$ cat config.mk
export PLATFORM = sky130hd
export DESIGN_NAME = pipeControl
export DESIGN_NICKNAME = d
export VERILOG_FILES = /design/src/rtl/ctrlPkg.sv /design/src/rtl/instPipe.sv /design/src/rtl/decodeControl.sv /design/src/rtl/forwardUnit.sv /design/src/rtl/exControl.sv /design/src/rtl/wbControl.sv /design/src/rtl/pipeControl.sv
export SDC_FILE = /design/constraint.sdc
export NUM_CORES = 1
export LEC_CHECK = 0
export ABC_AREA = 1
export BUFFER_PORTS_ARGS = -buffer_cell sky130_fd_sc_hd__buf_2
export CAP_MARGIN = 20
export CORE_ASPECT_RATIO = 0.5
export CORE_MARGIN = 2
export CORE_UTILIZATION = 42
export CTS_CLUSTER_DIAMETER = 50
export DETAILED_ROUTE_END_ITERATION = 8
export HOLD_SLACK_MARGIN = 0.12
export PLACE_DENSITY_LB_ADDON = 0.25
export SYNTH_ARGS = -nofsm -noshare
export SYNTH_HDL_FRONTEND = slang
export SYNTH_SLANG_ARGS = --single-unit
$ cat constraint.sdc
create_clock -name clk -period 3.18 [get_ports clk]
set_clock_uncertainty 0.05 [all_clocks]
set_input_delay 0.318 -clock clk [delete_from_list [all_inputs] [get_ports clk]]
set_output_delay 0.318 -clock clk [all_outputs]
set_load 0.005 [all_outputs]
$ cat src/rtl/ctrlPkg.sv
package ctrlPkg;

   typedef logic [31:0] inst_t;
   typedef logic [31:0] word_t;
   typedef logic [4:0]  regIdx_t;
   typedef logic [4:0]  opcode_t;
   typedef logic [3:0]  aluOp_t;
   typedef logic [2:0]  immType_t;

   // Opcode field, instruction bits 6 to 2
   localparam opcode_t OP_LOAD   = 5'd0;
   localparam opcode_t OP_RST    = 5'd1;
   localparam opcode_t OP_X      = 5'd2;
   localparam opcode_t OP_I      = 5'd4;
   localparam opcode_t OP_AUIPC  = 5'd5;
   localparam opcode_t OP_STORE  = 5'd8;
   localparam opcode_t OP_R      = 5'd12;
   localparam opcode_t OP_LUI    = 5'd13;
   localparam opcode_t OP_BRANCH = 5'd24;
   localparam opcode_t OP_JALR   = 5'd25;
   localparam opcode_t OP_JAL    = 5'd27;
   localparam opcode_t OP_CSRW   = 5'd28;

   localparam aluOp_t ALU_ADD = 4'd0;
   // Operand B straight through
   localparam aluOp_t ALU_B   = 4'd9;

   localparam immType_t IMM_I = 3'd1;
   localparam immType_t IMM_S = 3'd2;
   localparam immType_t IMM_B = 3'd3;
   localparam immType_t IMM_U = 3'd4;
   localparam immType_t IMM_J = 3'd5;
   localparam immType_t IMM_X = 3'd6;

   // Branch funct3
   localparam logic [2:0] BEQ  = 3'd0;
   localparam logic [2:0] BNE  = 3'd1;
   localparam logic [2:0] BLT  = 3'd4;
   localparam logic [2:0] BGE  = 3'd5;
   localparam logic [2:0] BLTU = 3'd6;
   localparam logic [2:0] BGEU = 3'd7;

   // Shift funct3 in the I-type group, these take funct7 bit 30
   localparam logic [2:0] F3_SLL = 3'd1;
   localparam logic [2:0] F3_SR  = 3'd5;

   // UART register window
   localparam word_t UART_CTRL = 32'h8000_0000;
   localparam word_t UART_RX   = 32'h8000_0004;
   localparam word_t UART_TX   = 32'h8000_0008;
   localparam word_t UART_CC   = 32'h8000_0010;
   localparam word_t UART_IC   = 32'h8000_0014;
   localparam word_t UART_RST  = 32'h8000_0018;

   localparam logic [2:0] MMAP_LOAD  = 3'd1;
   localparam logic [2:0] MMAP_STORE = 3'd2;
   localparam logic [2:0] MMAP_NOP   = 3'd6;
   localparam logic [2:0] MMAP_X     = 3'd7;

   localparam logic [1:0] PC_NEXT     = 2'd0;
   localparam logic [1:0] PC_TAKEN    = 2'd1;
   localparam logic [1:0] PC_REDIRECT = 2'd2;

   // Writeback source
   localparam logic [1:0] WB_MEM = 2'd0;
   localparam logic [1:0] WB_ALU = 2'd1;
   localparam logic [1:0] WB_PC4 = 2'd2;

   localparam logic [2:0] LD_X      = 3'd7;
   localparam logic [1:0] SIZE_NONE = 2'd3;

   localparam word_t RESET_PC   = 32'h4000_0000;
   // Opcode field of this word decodes as OP_RST
   localparam inst_t RESET_MARK = RESET_PC + 32'd4;

   typedef struct packed {
      logic       aSel;
      logic       bSel;
      aluOp_t     aluSel;
      logic [1:0] sSel;
      logic       instSel;
      logic [1:0] pcSel;
      logic       csrEn;
      logic       csrSel;
      logic [2:0] mmapSel;
   } exCtrl_t;

   typedef struct packed {
      logic [2:0] ldSel;
      logic [1:0] wbSel;
      logic       regWrEn;
   } wbCtrl_t;

   typedef struct packed {
      logic faDec;
      logic fbDec;
      logic faEx;
      logic fbEx;
   } fwdSel_t;

endpackage

$ cat src/rtl/instPipe.sv
module instPipe (
   input  logic           clk,
   input  logic           rst,
   input  ctrlPkg::inst_t inst,
   input  ctrlPkg::word_t aluOut,
   output ctrlPkg::inst_t exInst,
   output ctrlPkg::inst_t wbInst,
   output ctrlPkg::word_t wbAluOut
);
   import ctrlPkg::*;

   // Decode to execute to writeback, no stall
   always_ff @(posedge clk) begin
      if (rst) begin
         exInst <= RESET_MARK;
         wbInst <= RESET_MARK;
      end else begin
         exInst <= inst;
         wbInst <= exInst;
      end
   end

   // Load address kept for the writeback window check
   always_ff @(posedge clk) begin
      if (rst) begin
         wbAluOut <= '0;
      end else begin
         wbAluOut <= aluOut;
      end
   end

endmodule

$ cat src/rtl/decodeControl.sv
module decodeControl (
   input  ctrlPkg::inst_t    inst,
   output ctrlPkg::immType_t immSel
);
   import ctrlPkg::*;

   opcode_t opcode;

   assign opcode = inst[6:2];

   always_comb begin
      case (opcode)
         OP_LOAD,
         OP_JALR,
         OP_I:      immSel = IMM_I;
         OP_STORE:  immSel = IMM_S;
         OP_BRANCH: immSel = IMM_B;
         OP_AUIPC,
         OP_LUI:    immSel = IMM_U;
         OP_JAL:    immSel = IMM_J;
         // R-type and CSRW carry no immediate
         default:   immSel = IMM_X;
      endcase
   end

endmodule

$ cat src/rtl/forwardUnit.sv
module forwardUnit (
   input  ctrlPkg::inst_t   inst,
   input  ctrlPkg::inst_t   exInst,
   input  ctrlPkg::inst_t   wbInst,
   output ctrlPkg::fwdSel_t fwd
);
   import ctrlPkg::*;

   regIdx_t wbRd;
   logic    wbWrites;

   function automatic logic writesRd(opcode_t op);
      return !(op inside {OP_BRANCH, OP_STORE, OP_X, OP_RST});
   endfunction

   function automatic logic readsRs1(opcode_t op);
      return !(op inside {OP_LUI, OP_AUIPC, OP_JAL, OP_X, OP_RST});
   endfunction

   // rs2 readers are a subset of the rs1 readers
   function automatic logic readsRs2(opcode_t op);
      return readsRs1(op) && !(op inside {OP_JALR, OP_LOAD, OP_I, OP_CSRW});
   endfunction

   function automatic logic fwdRs1(inst_t consumer, regIdx_t rd, logic rdValid);
      regIdx_t rs1;
      opcode_t op;
      rs1 = consumer[19:15];
      op  = consumer[6:2];
      if (!rdValid || !readsRs1(op) || rd != rs1) begin
         return 1'b0;
      end
      // CSRW forwards even on x0
      if (op == OP_CSRW) begin
         return 1'b1;
      end
      return rs1 != '0;
   endfunction

   function automatic logic fwdRs2(inst_t consumer, regIdx_t rd, logic rdValid);
      regIdx_t rs2;
      rs2 = consumer[24:20];
      return rdValid && readsRs2(consumer[6:2]) && (rd == rs2) && (rs2 != '0);
   endfunction

   assign wbRd     = wbInst[11:7];
   assign wbWrites = writesRd(wbInst[6:2]);

   // Only the writeback stage is a forwarding source
   always_comb begin
      fwd.faDec = fwdRs1(inst, wbRd, wbWrites);
      fwd.fbDec = fwdRs2(inst, wbRd, wbWrites);
      fwd.faEx  = fwdRs1(exInst, wbRd, wbWrites);
      fwd.fbEx  = fwdRs2(exInst, wbRd, wbWrites);
   end

endmodule

$ cat src/rtl/exControl.sv
module exControl (
   input  ctrlPkg::inst_t   exInst,
   input  logic             brEq,
   input  logic             brLt,
   input  ctrlPkg::word_t   aluOut,
   output ctrlPkg::exCtrl_t exCtrl,
   output logic             brUn,
   output logic             memRw,
   output logic             uartRxRead,
   output logic             uartTxWrite
);
   import ctrlPkg::*;

   opcode_t    opcode;
   logic [2:0] funct3;
   logic       isLoad;
   logic       isStore;
   logic       uartHit;

   assign opcode  = exInst[6:2];
   assign funct3  = exInst[14:12];
   assign isLoad  = (opcode == OP_LOAD);
   assign isStore = (opcode == OP_STORE);

   always_comb begin
      exCtrl.aSel    = 1'b0;
      exCtrl.bSel    = 1'b1;
      exCtrl.aluSel  = ALU_ADD;
      exCtrl.sSel    = SIZE_NONE;
      exCtrl.instSel = 1'b0;
      exCtrl.pcSel   = PC_NEXT;
      exCtrl.csrEn   = 1'b0;
      exCtrl.csrSel  = 1'b0;
      exCtrl.mmapSel = MMAP_X;
      case (opcode)
         OP_LOAD: exCtrl.mmapSel = MMAP_LOAD;
         OP_STORE: begin
            exCtrl.sSel    = funct3[1:0];
            exCtrl.mmapSel = MMAP_STORE;
         end
         OP_BRANCH: begin
            exCtrl.aSel    = 1'b1;
            exCtrl.instSel = 1'b1;
            exCtrl.mmapSel = MMAP_NOP;
            case (funct3)
               BEQ:  exCtrl.pcSel = brEq ? PC_TAKEN : PC_REDIRECT;
               BNE:  exCtrl.pcSel = brEq ? PC_REDIRECT : PC_TAKEN;
               BLT,
               BLTU: exCtrl.pcSel = brLt ? PC_TAKEN : PC_REDIRECT;
               BGE,
               BGEU: exCtrl.pcSel = brLt ? PC_REDIRECT : PC_TAKEN;
               default: exCtrl.pcSel = PC_NEXT;
            endcase
         end
         OP_JALR: begin
            exCtrl.instSel = 1'b1;
            exCtrl.pcSel   = PC_TAKEN;
            exCtrl.mmapSel = MMAP_NOP;
         end
         OP_JAL: begin
            exCtrl.aSel    = 1'b1;
            exCtrl.instSel = 1'b1;
            exCtrl.pcSel   = PC_TAKEN;
            exCtrl.mmapSel = MMAP_NOP;
         end
         OP_R: begin
            exCtrl.bSel   = 1'b0;
            exCtrl.aluSel = {exInst[30], funct3};
         end
         OP_I: begin
            // Bit 30 is part of the immediate except for shifts
            if (funct3 == F3_SLL || funct3 == F3_SR) begin
               exCtrl.aluSel = {exInst[30], funct3};
            end else begin
               exCtrl.aluSel = {1'b0, funct3};
            end
         end
         OP_AUIPC: exCtrl.aSel = 1'b1;
         OP_LUI: exCtrl.aluSel = ALU_B;
         OP_CSRW: begin
            exCtrl.bSel   = 1'b0;
            exCtrl.aluSel = ALU_B;
            exCtrl.csrEn  = 1'b1;
            exCtrl.csrSel = exInst[14];
         end
         OP_RST: begin
            // Refetch from the reset PC with a NOP injected
            exCtrl.aluSel  = ALU_B;
            exCtrl.instSel = 1'b1;
            exCtrl.pcSel   = PC_REDIRECT;
         end
         default: begin
            exCtrl.aluSel  = ALU_B;
            exCtrl.instSel = 1'b1;
         end
      endcase
   end

   assign brUn = (opcode == OP_BRANCH) && (funct3 == BLTU || funct3 == BGEU);

   // Memory map decode on the effective address
   assign uartHit = aluOut inside {UART_CTRL, UART_RX, UART_TX, UART_CC, UART_IC, UART_RST};

   assign memRw       = (isLoad || isStore) && !uartHit;
   assign uartRxRead  = isLoad && (aluOut == UART_RX);
   assign uartTxWrite = isStore && (aluOut == UART_TX);

endmodule

$ cat src/rtl/wbControl.sv
module wbControl (
   input  ctrlPkg::inst_t   wbInst,
   input  ctrlPkg::word_t   wbAluOut,
   output ctrlPkg::wbCtrl_t wbCtrl
);
   import ctrlPkg::*;

   opcode_t    opcode;
   logic [3:0] region;

   assign opcode = wbInst[6:2];
   assign region = wbAluOut[31:28];

   always_comb begin
      // Non-writers: store, branch, CSRW, reset marker, unknown
      wbCtrl.ldSel   = LD_X;
      wbCtrl.wbSel   = WB_MEM;
      wbCtrl.regWrEn = 1'b0;
      case (opcode)
         OP_LOAD: begin
            wbCtrl.ldSel   = wbInst[14:12];
            wbCtrl.wbSel   = WB_MEM;
            // Regions that return load data, UART included at nibble 8
            wbCtrl.regWrEn = region inside {4'h1, 4'h3, 4'h4, 4'h8};
         end
         OP_R,
         OP_I,
         OP_AUIPC,
         OP_LUI: begin
            wbCtrl.wbSel   = WB_ALU;
            wbCtrl.regWrEn = 1'b1;
         end
         OP_JAL,
         OP_JALR: begin
            wbCtrl.wbSel   = WB_PC4;
            wbCtrl.regWrEn = 1'b1;
         end
         default: wbCtrl.regWrEn = 1'b0;
      endcase
   end

endmodule

$ cat src/rtl/pipeControl.sv
module pipeControl (
   input  logic              clk,
   input  logic              rst,
   input  ctrlPkg::inst_t    inst,
   input  logic              brEq,
   input  logic              brLt,
   input  ctrlPkg::word_t    aluOut,
   output ctrlPkg::immType_t immSel,
   output ctrlPkg::exCtrl_t  exCtrl,
   output logic              brUn,
   output logic              memRw,
   output logic              uartRxRead,
   output logic              uartTxWrite,
   output ctrlPkg::wbCtrl_t  wbCtrl,
   output ctrlPkg::fwdSel_t  fwd
);
   import ctrlPkg::*;

   inst_t exInst;
   inst_t wbInst;
   word_t wbAluOut;

   instPipe i_instPipe (
      .clk      (clk),
      .rst      (rst),
      .inst     (inst),
      .aluOut   (aluOut),
      .exInst   (exInst),
      .wbInst   (wbInst),
      .wbAluOut (wbAluOut)
   );

   decodeControl i_decodeControl (
      .inst   (inst),
      .immSel (immSel)
   );

   forwardUnit i_forwardUnit (
      .inst   (inst),
      .exInst (exInst),
      .wbInst (wbInst),
      .fwd    (fwd)
   );

   exControl i_exControl (
      .exInst      (exInst),
      .brEq        (brEq),
      .brLt        (brLt),
      .aluOut      (aluOut),
      .exCtrl      (exCtrl),
      .brUn        (brUn),
      .memRw       (memRw),
      .uartRxRead  (uartRxRead),
      .uartTxWrite (uartTxWrite)
   );

   wbControl i_wbControl (
      .wbInst   (wbInst),
      .wbAluOut (wbAluOut),
      .wbCtrl   (wbCtrl)
   );

endmodule

==> flow_metrics.env <==
export IMPL_final_nets=504
export IMPL_grt_remaining_overflow=0
export IMPL_critical_path_launch_point="i_instPipe.wbInst[3]$_SDFF_PP0_"
export IMPL_run_status="finished, final reports clean"
export IMPL_drive_gt1_share_pct=24.77
export IMPL_min_to="i_instPipe.exInst[30]$_SDFF_PP1_"
export IMPL_met2_routing_resource_usage_after_global_routing_pct=37.42
export IMPL_place_ws_ns=1.528
export IMPL_synth_edf_count=0
export IMPL_final_min_period_over_clock_period_pct=61.83
export IMPL_htree_levels=2
export IMPL_tns_ns=0
export IMPL_grt_pass1_vias=2034
export IMPL_clk_root_buffer_cell="clkbuf_8"
export IMPL_holdCritPathClass="primary input to flip-flop"
export IMPL_holdCritStartpoint="inst[30]"
export IMPL_post_route_cell_area_sq_um=2814
export IMPL_place_congestion=0.8554
export IMPL_drt_total_wl_microns=5060
export IMPL_postLayoutSetupSlackWorst_ns=1.214
export IMPL_mappedNetlistNets=411
export IMPL_hold_critical_path_depth=2
export IMPL_critPathCaptureType="output pin"
export IMPL_worst_endpoint_arrival_ns=1.60
export IMPL_yosysUniqueCellTypes=27
export IMPL_first_pass_grt_wire_length_microns=8273
export IMPL_syn_area_sq_um=2187
export IMPL_global_route_met3_utilization_pct=4.801
export IMPL_rsz0062_at_grt="no"
export IMPL_rr_startpoint="i_instPipe.exInst[12]$_SDFF_PP0_"
export IMPL_clock_tree_from_tritoncts="yes"
export IMPL_antenna_diode_count=0
export IMPL_ctsHoldBuffers=0
export IMPL_worst_hold_slack_ns=0.1438
export IMPL_start_util_pct=43.94
export IMPL_numCtsBuffers=5
export IMPL_worstSetupPathType="flip-flop to output pin"
export IMPL_placed_cell_area_sq_um=2710
export IMPL_grt_most_used_layer="met2"
export IMPL_routed_length_per_placed_instance_microns=10.00
export IMPL_floorplan_die_area_sq_um=5835
export IMPL_capturing_point_of_the_worst_reg2reg_path="i_instPipe.wbInst[12]$_SDFF_PP0_"
export IMPL_io_pin_count=101
export IMPL_syn_area_per_cell_sq_um=6.376
export IMPL_fin_crit_ns=1.966
export IMPL_port_buffers=92
export IMPL_stdcell_count=506
export IMPL_power_per_cell_area_nw_per_um2=407.6
export IMPL_areaGrowthSynthToFinish_pct=28.66
export IMPL_worst_reg_to_reg_cells=2
export IMPL_power_total_mw=1.147
export IMPL_drt_pass1_iterations=6
export IMPL_initial_antenna_violation_count=0
export IMPL_synth_warning_count=0
export IMPL_cp_cell_sequence="or2_1 > o21ai_1 > nand3_1 > nor2_1 > buf_2"
export IMPL_grt_use_met1_pct=19.52
export IMPL_avgViaCountPerCell=4.423
export IMPL_slew_viol_final=0
export IMPL_drt_drc_violations_left=0
export IMPL_dp_hpwl_microns=4134
export IMPL_n_fill_cell=544
export IMPL_setup_viol_count_final=0
export IMPL_post_syn_instances=343
export IMPL_cpPeakStageDelay_ns=0.32
export IMPL_timing_reg2reg_setup_slack_ns=2.39
export IMPL_cts_path_max_buffers=2
export IMPL_core_region_area_sq_um=4977
export IMPL_synth_async_sr_flop_share_pct=0
export IMPL_routed_via_count=2238
export IMPL_cp_start_kind="flip-flop"
export IMPL_max_cap_viol_count=0
export IMPL_layout_cells_most_common="nor2_1"
export IMPL_route_antenna_remaining_nets=0
export IMPL_timing_fmax_mhz=508.6
export IMPL_ys_top_cells_by_area="dfxtp_1 38%, nor2_1 18%, inv_1 9.8%"
export IMPL_layout_common_cells="105 x nor2_1, 92 x buf_2, 57 x inv_1, 55 x nand2_1, 41 x dfxtp_1"
export IMPL_synth_seq_area_share_pct=37.53
export IMPL_slowest_stage="dfxtp_1"
export IMPL_yosys_most_used_dff="dfxtp_1"
export IMPL_report_final_hold_viol_count=0
export IMPL_grt_start_max_net_pins=41
export IMPL_clk_slew_on_worst_s_h_paths_ns=0.08
export IMPL_yosys_register_bits=41
export IMPL_grt_util_all_layers_pct=18.45
export IMPL_clock_insertion_delay_worst_skew_ns=0.30
export IMPL_post_synth_top_area_fraction_pct=37.53
export IMPL_dp_cells=499
export IMPL_tightest_slew_ns=0.6848
export IMPL_final_core_density_pct=56.54
export IMPL_max_slew_margin_pct=54.35
export IMPL_power_leakage_nw=1.469
export IMPL_postCtsSetupRepairBufs=0
export IMPL_peakVddDrop_mv=0.2492
export IMPL_drt_iter0_markers=74
export IMPL_chipHeight_microns=55.03
export IMPL_die_width_microns=106.1
export IMPL_synth_area_leader_cell="dfxtp_1"
export IMPL_cts_resized=0
export IMPL_placement_rows=18
export IMPL_critical_path_required_ns=2.81
export IMPL_numClockSinks=41
export IMPL_worstPathMaxFanout=3
## critical path: cells and delay by family, from the launching register on
family | cells | cell delay [ns]
flip-flops | 1 | 0.32
AND/OR/NAND/NOR | 3 | 0.60
buffers and inverters | 1 | 0.13
AO/OA/AOI/OAI | 1 | 0.26
## synth_stat cells, types with 3 or more instances
library cell	n
nor2_1	105
inv_1	57
nor3_1	5
nand2_1	55
dfxtp_1	41
xnor2_1	16
clkbuf_1	4
o21ai_0	7
xor2_1	4
nand3_1	25
nand4_1	3
## layout make-up
class,count,area [sq um],area share (%)
multi-input combinational,238,1124,39.93
sequential,41,820.8,29.17
timing repair buffer,92,460.4,16.36
inverter,58,217.7,7.737
tap,70,87.58,3.112
clock buffer,5,68.82,2.446
clock inverter,2,35.03,1.245
## registers in the layout, summed over array words and instances (netlist names)
signal               count
i_instPipe.exInst       24
i_instPipe.wbAluOut      4
i_instPipe.wbInst       13
## worst max-delay path by stage
stage / cells past startpoint / endpoint / slack, ns
2_1_floorplan: 4 / fwd[2] / 1.85
3_3_place_gp: 5 / fwd[0] / 1.53
3_5_place_dp: 5 / fwd[0] / 1.53
4_1_cts: 5 / fwd[0] / 1.20
5_1_grt: 5 / fwd[3] / 1.12
6_report: 5 / fwd[3] / 1.21
## report_power, final
part	internal (mW)	switching, mW
Sequential	0.539	0.0214
Clock	0.228	0.173
Combinational	0.0861	0.0999
## per-layer routing
| metal | vias to the layer above | routed length, microns | part of all wire (%) |
|---|---|---|---|
| met2 | 65 | 2358 | 47 |
| met1 | 953 | 2252 | 45 |
| met4 | 0 | 61 | 1.2 |
| met3 | 7 | 387 | 7.6 |
| li1 | 1213 | - | - |
| met5 | - | 0 | 0 |
## logic make-up (layout without fill, tap and decap cells)
family | after synthesis | count (layout) | synth area share [%]
flip-flops | 41 | 41 | 37.53
buffers and inverters | 64 | 157 | 11.10
AO/OA/AOI/OAI | 14 | 14 | 3.776
AND/OR/NAND/NOR | 204 | 204 | 39.59
XOR/XNOR | 20 | 20 | 8.009
No activity file was read; power rests on OpenSTA's default activity.
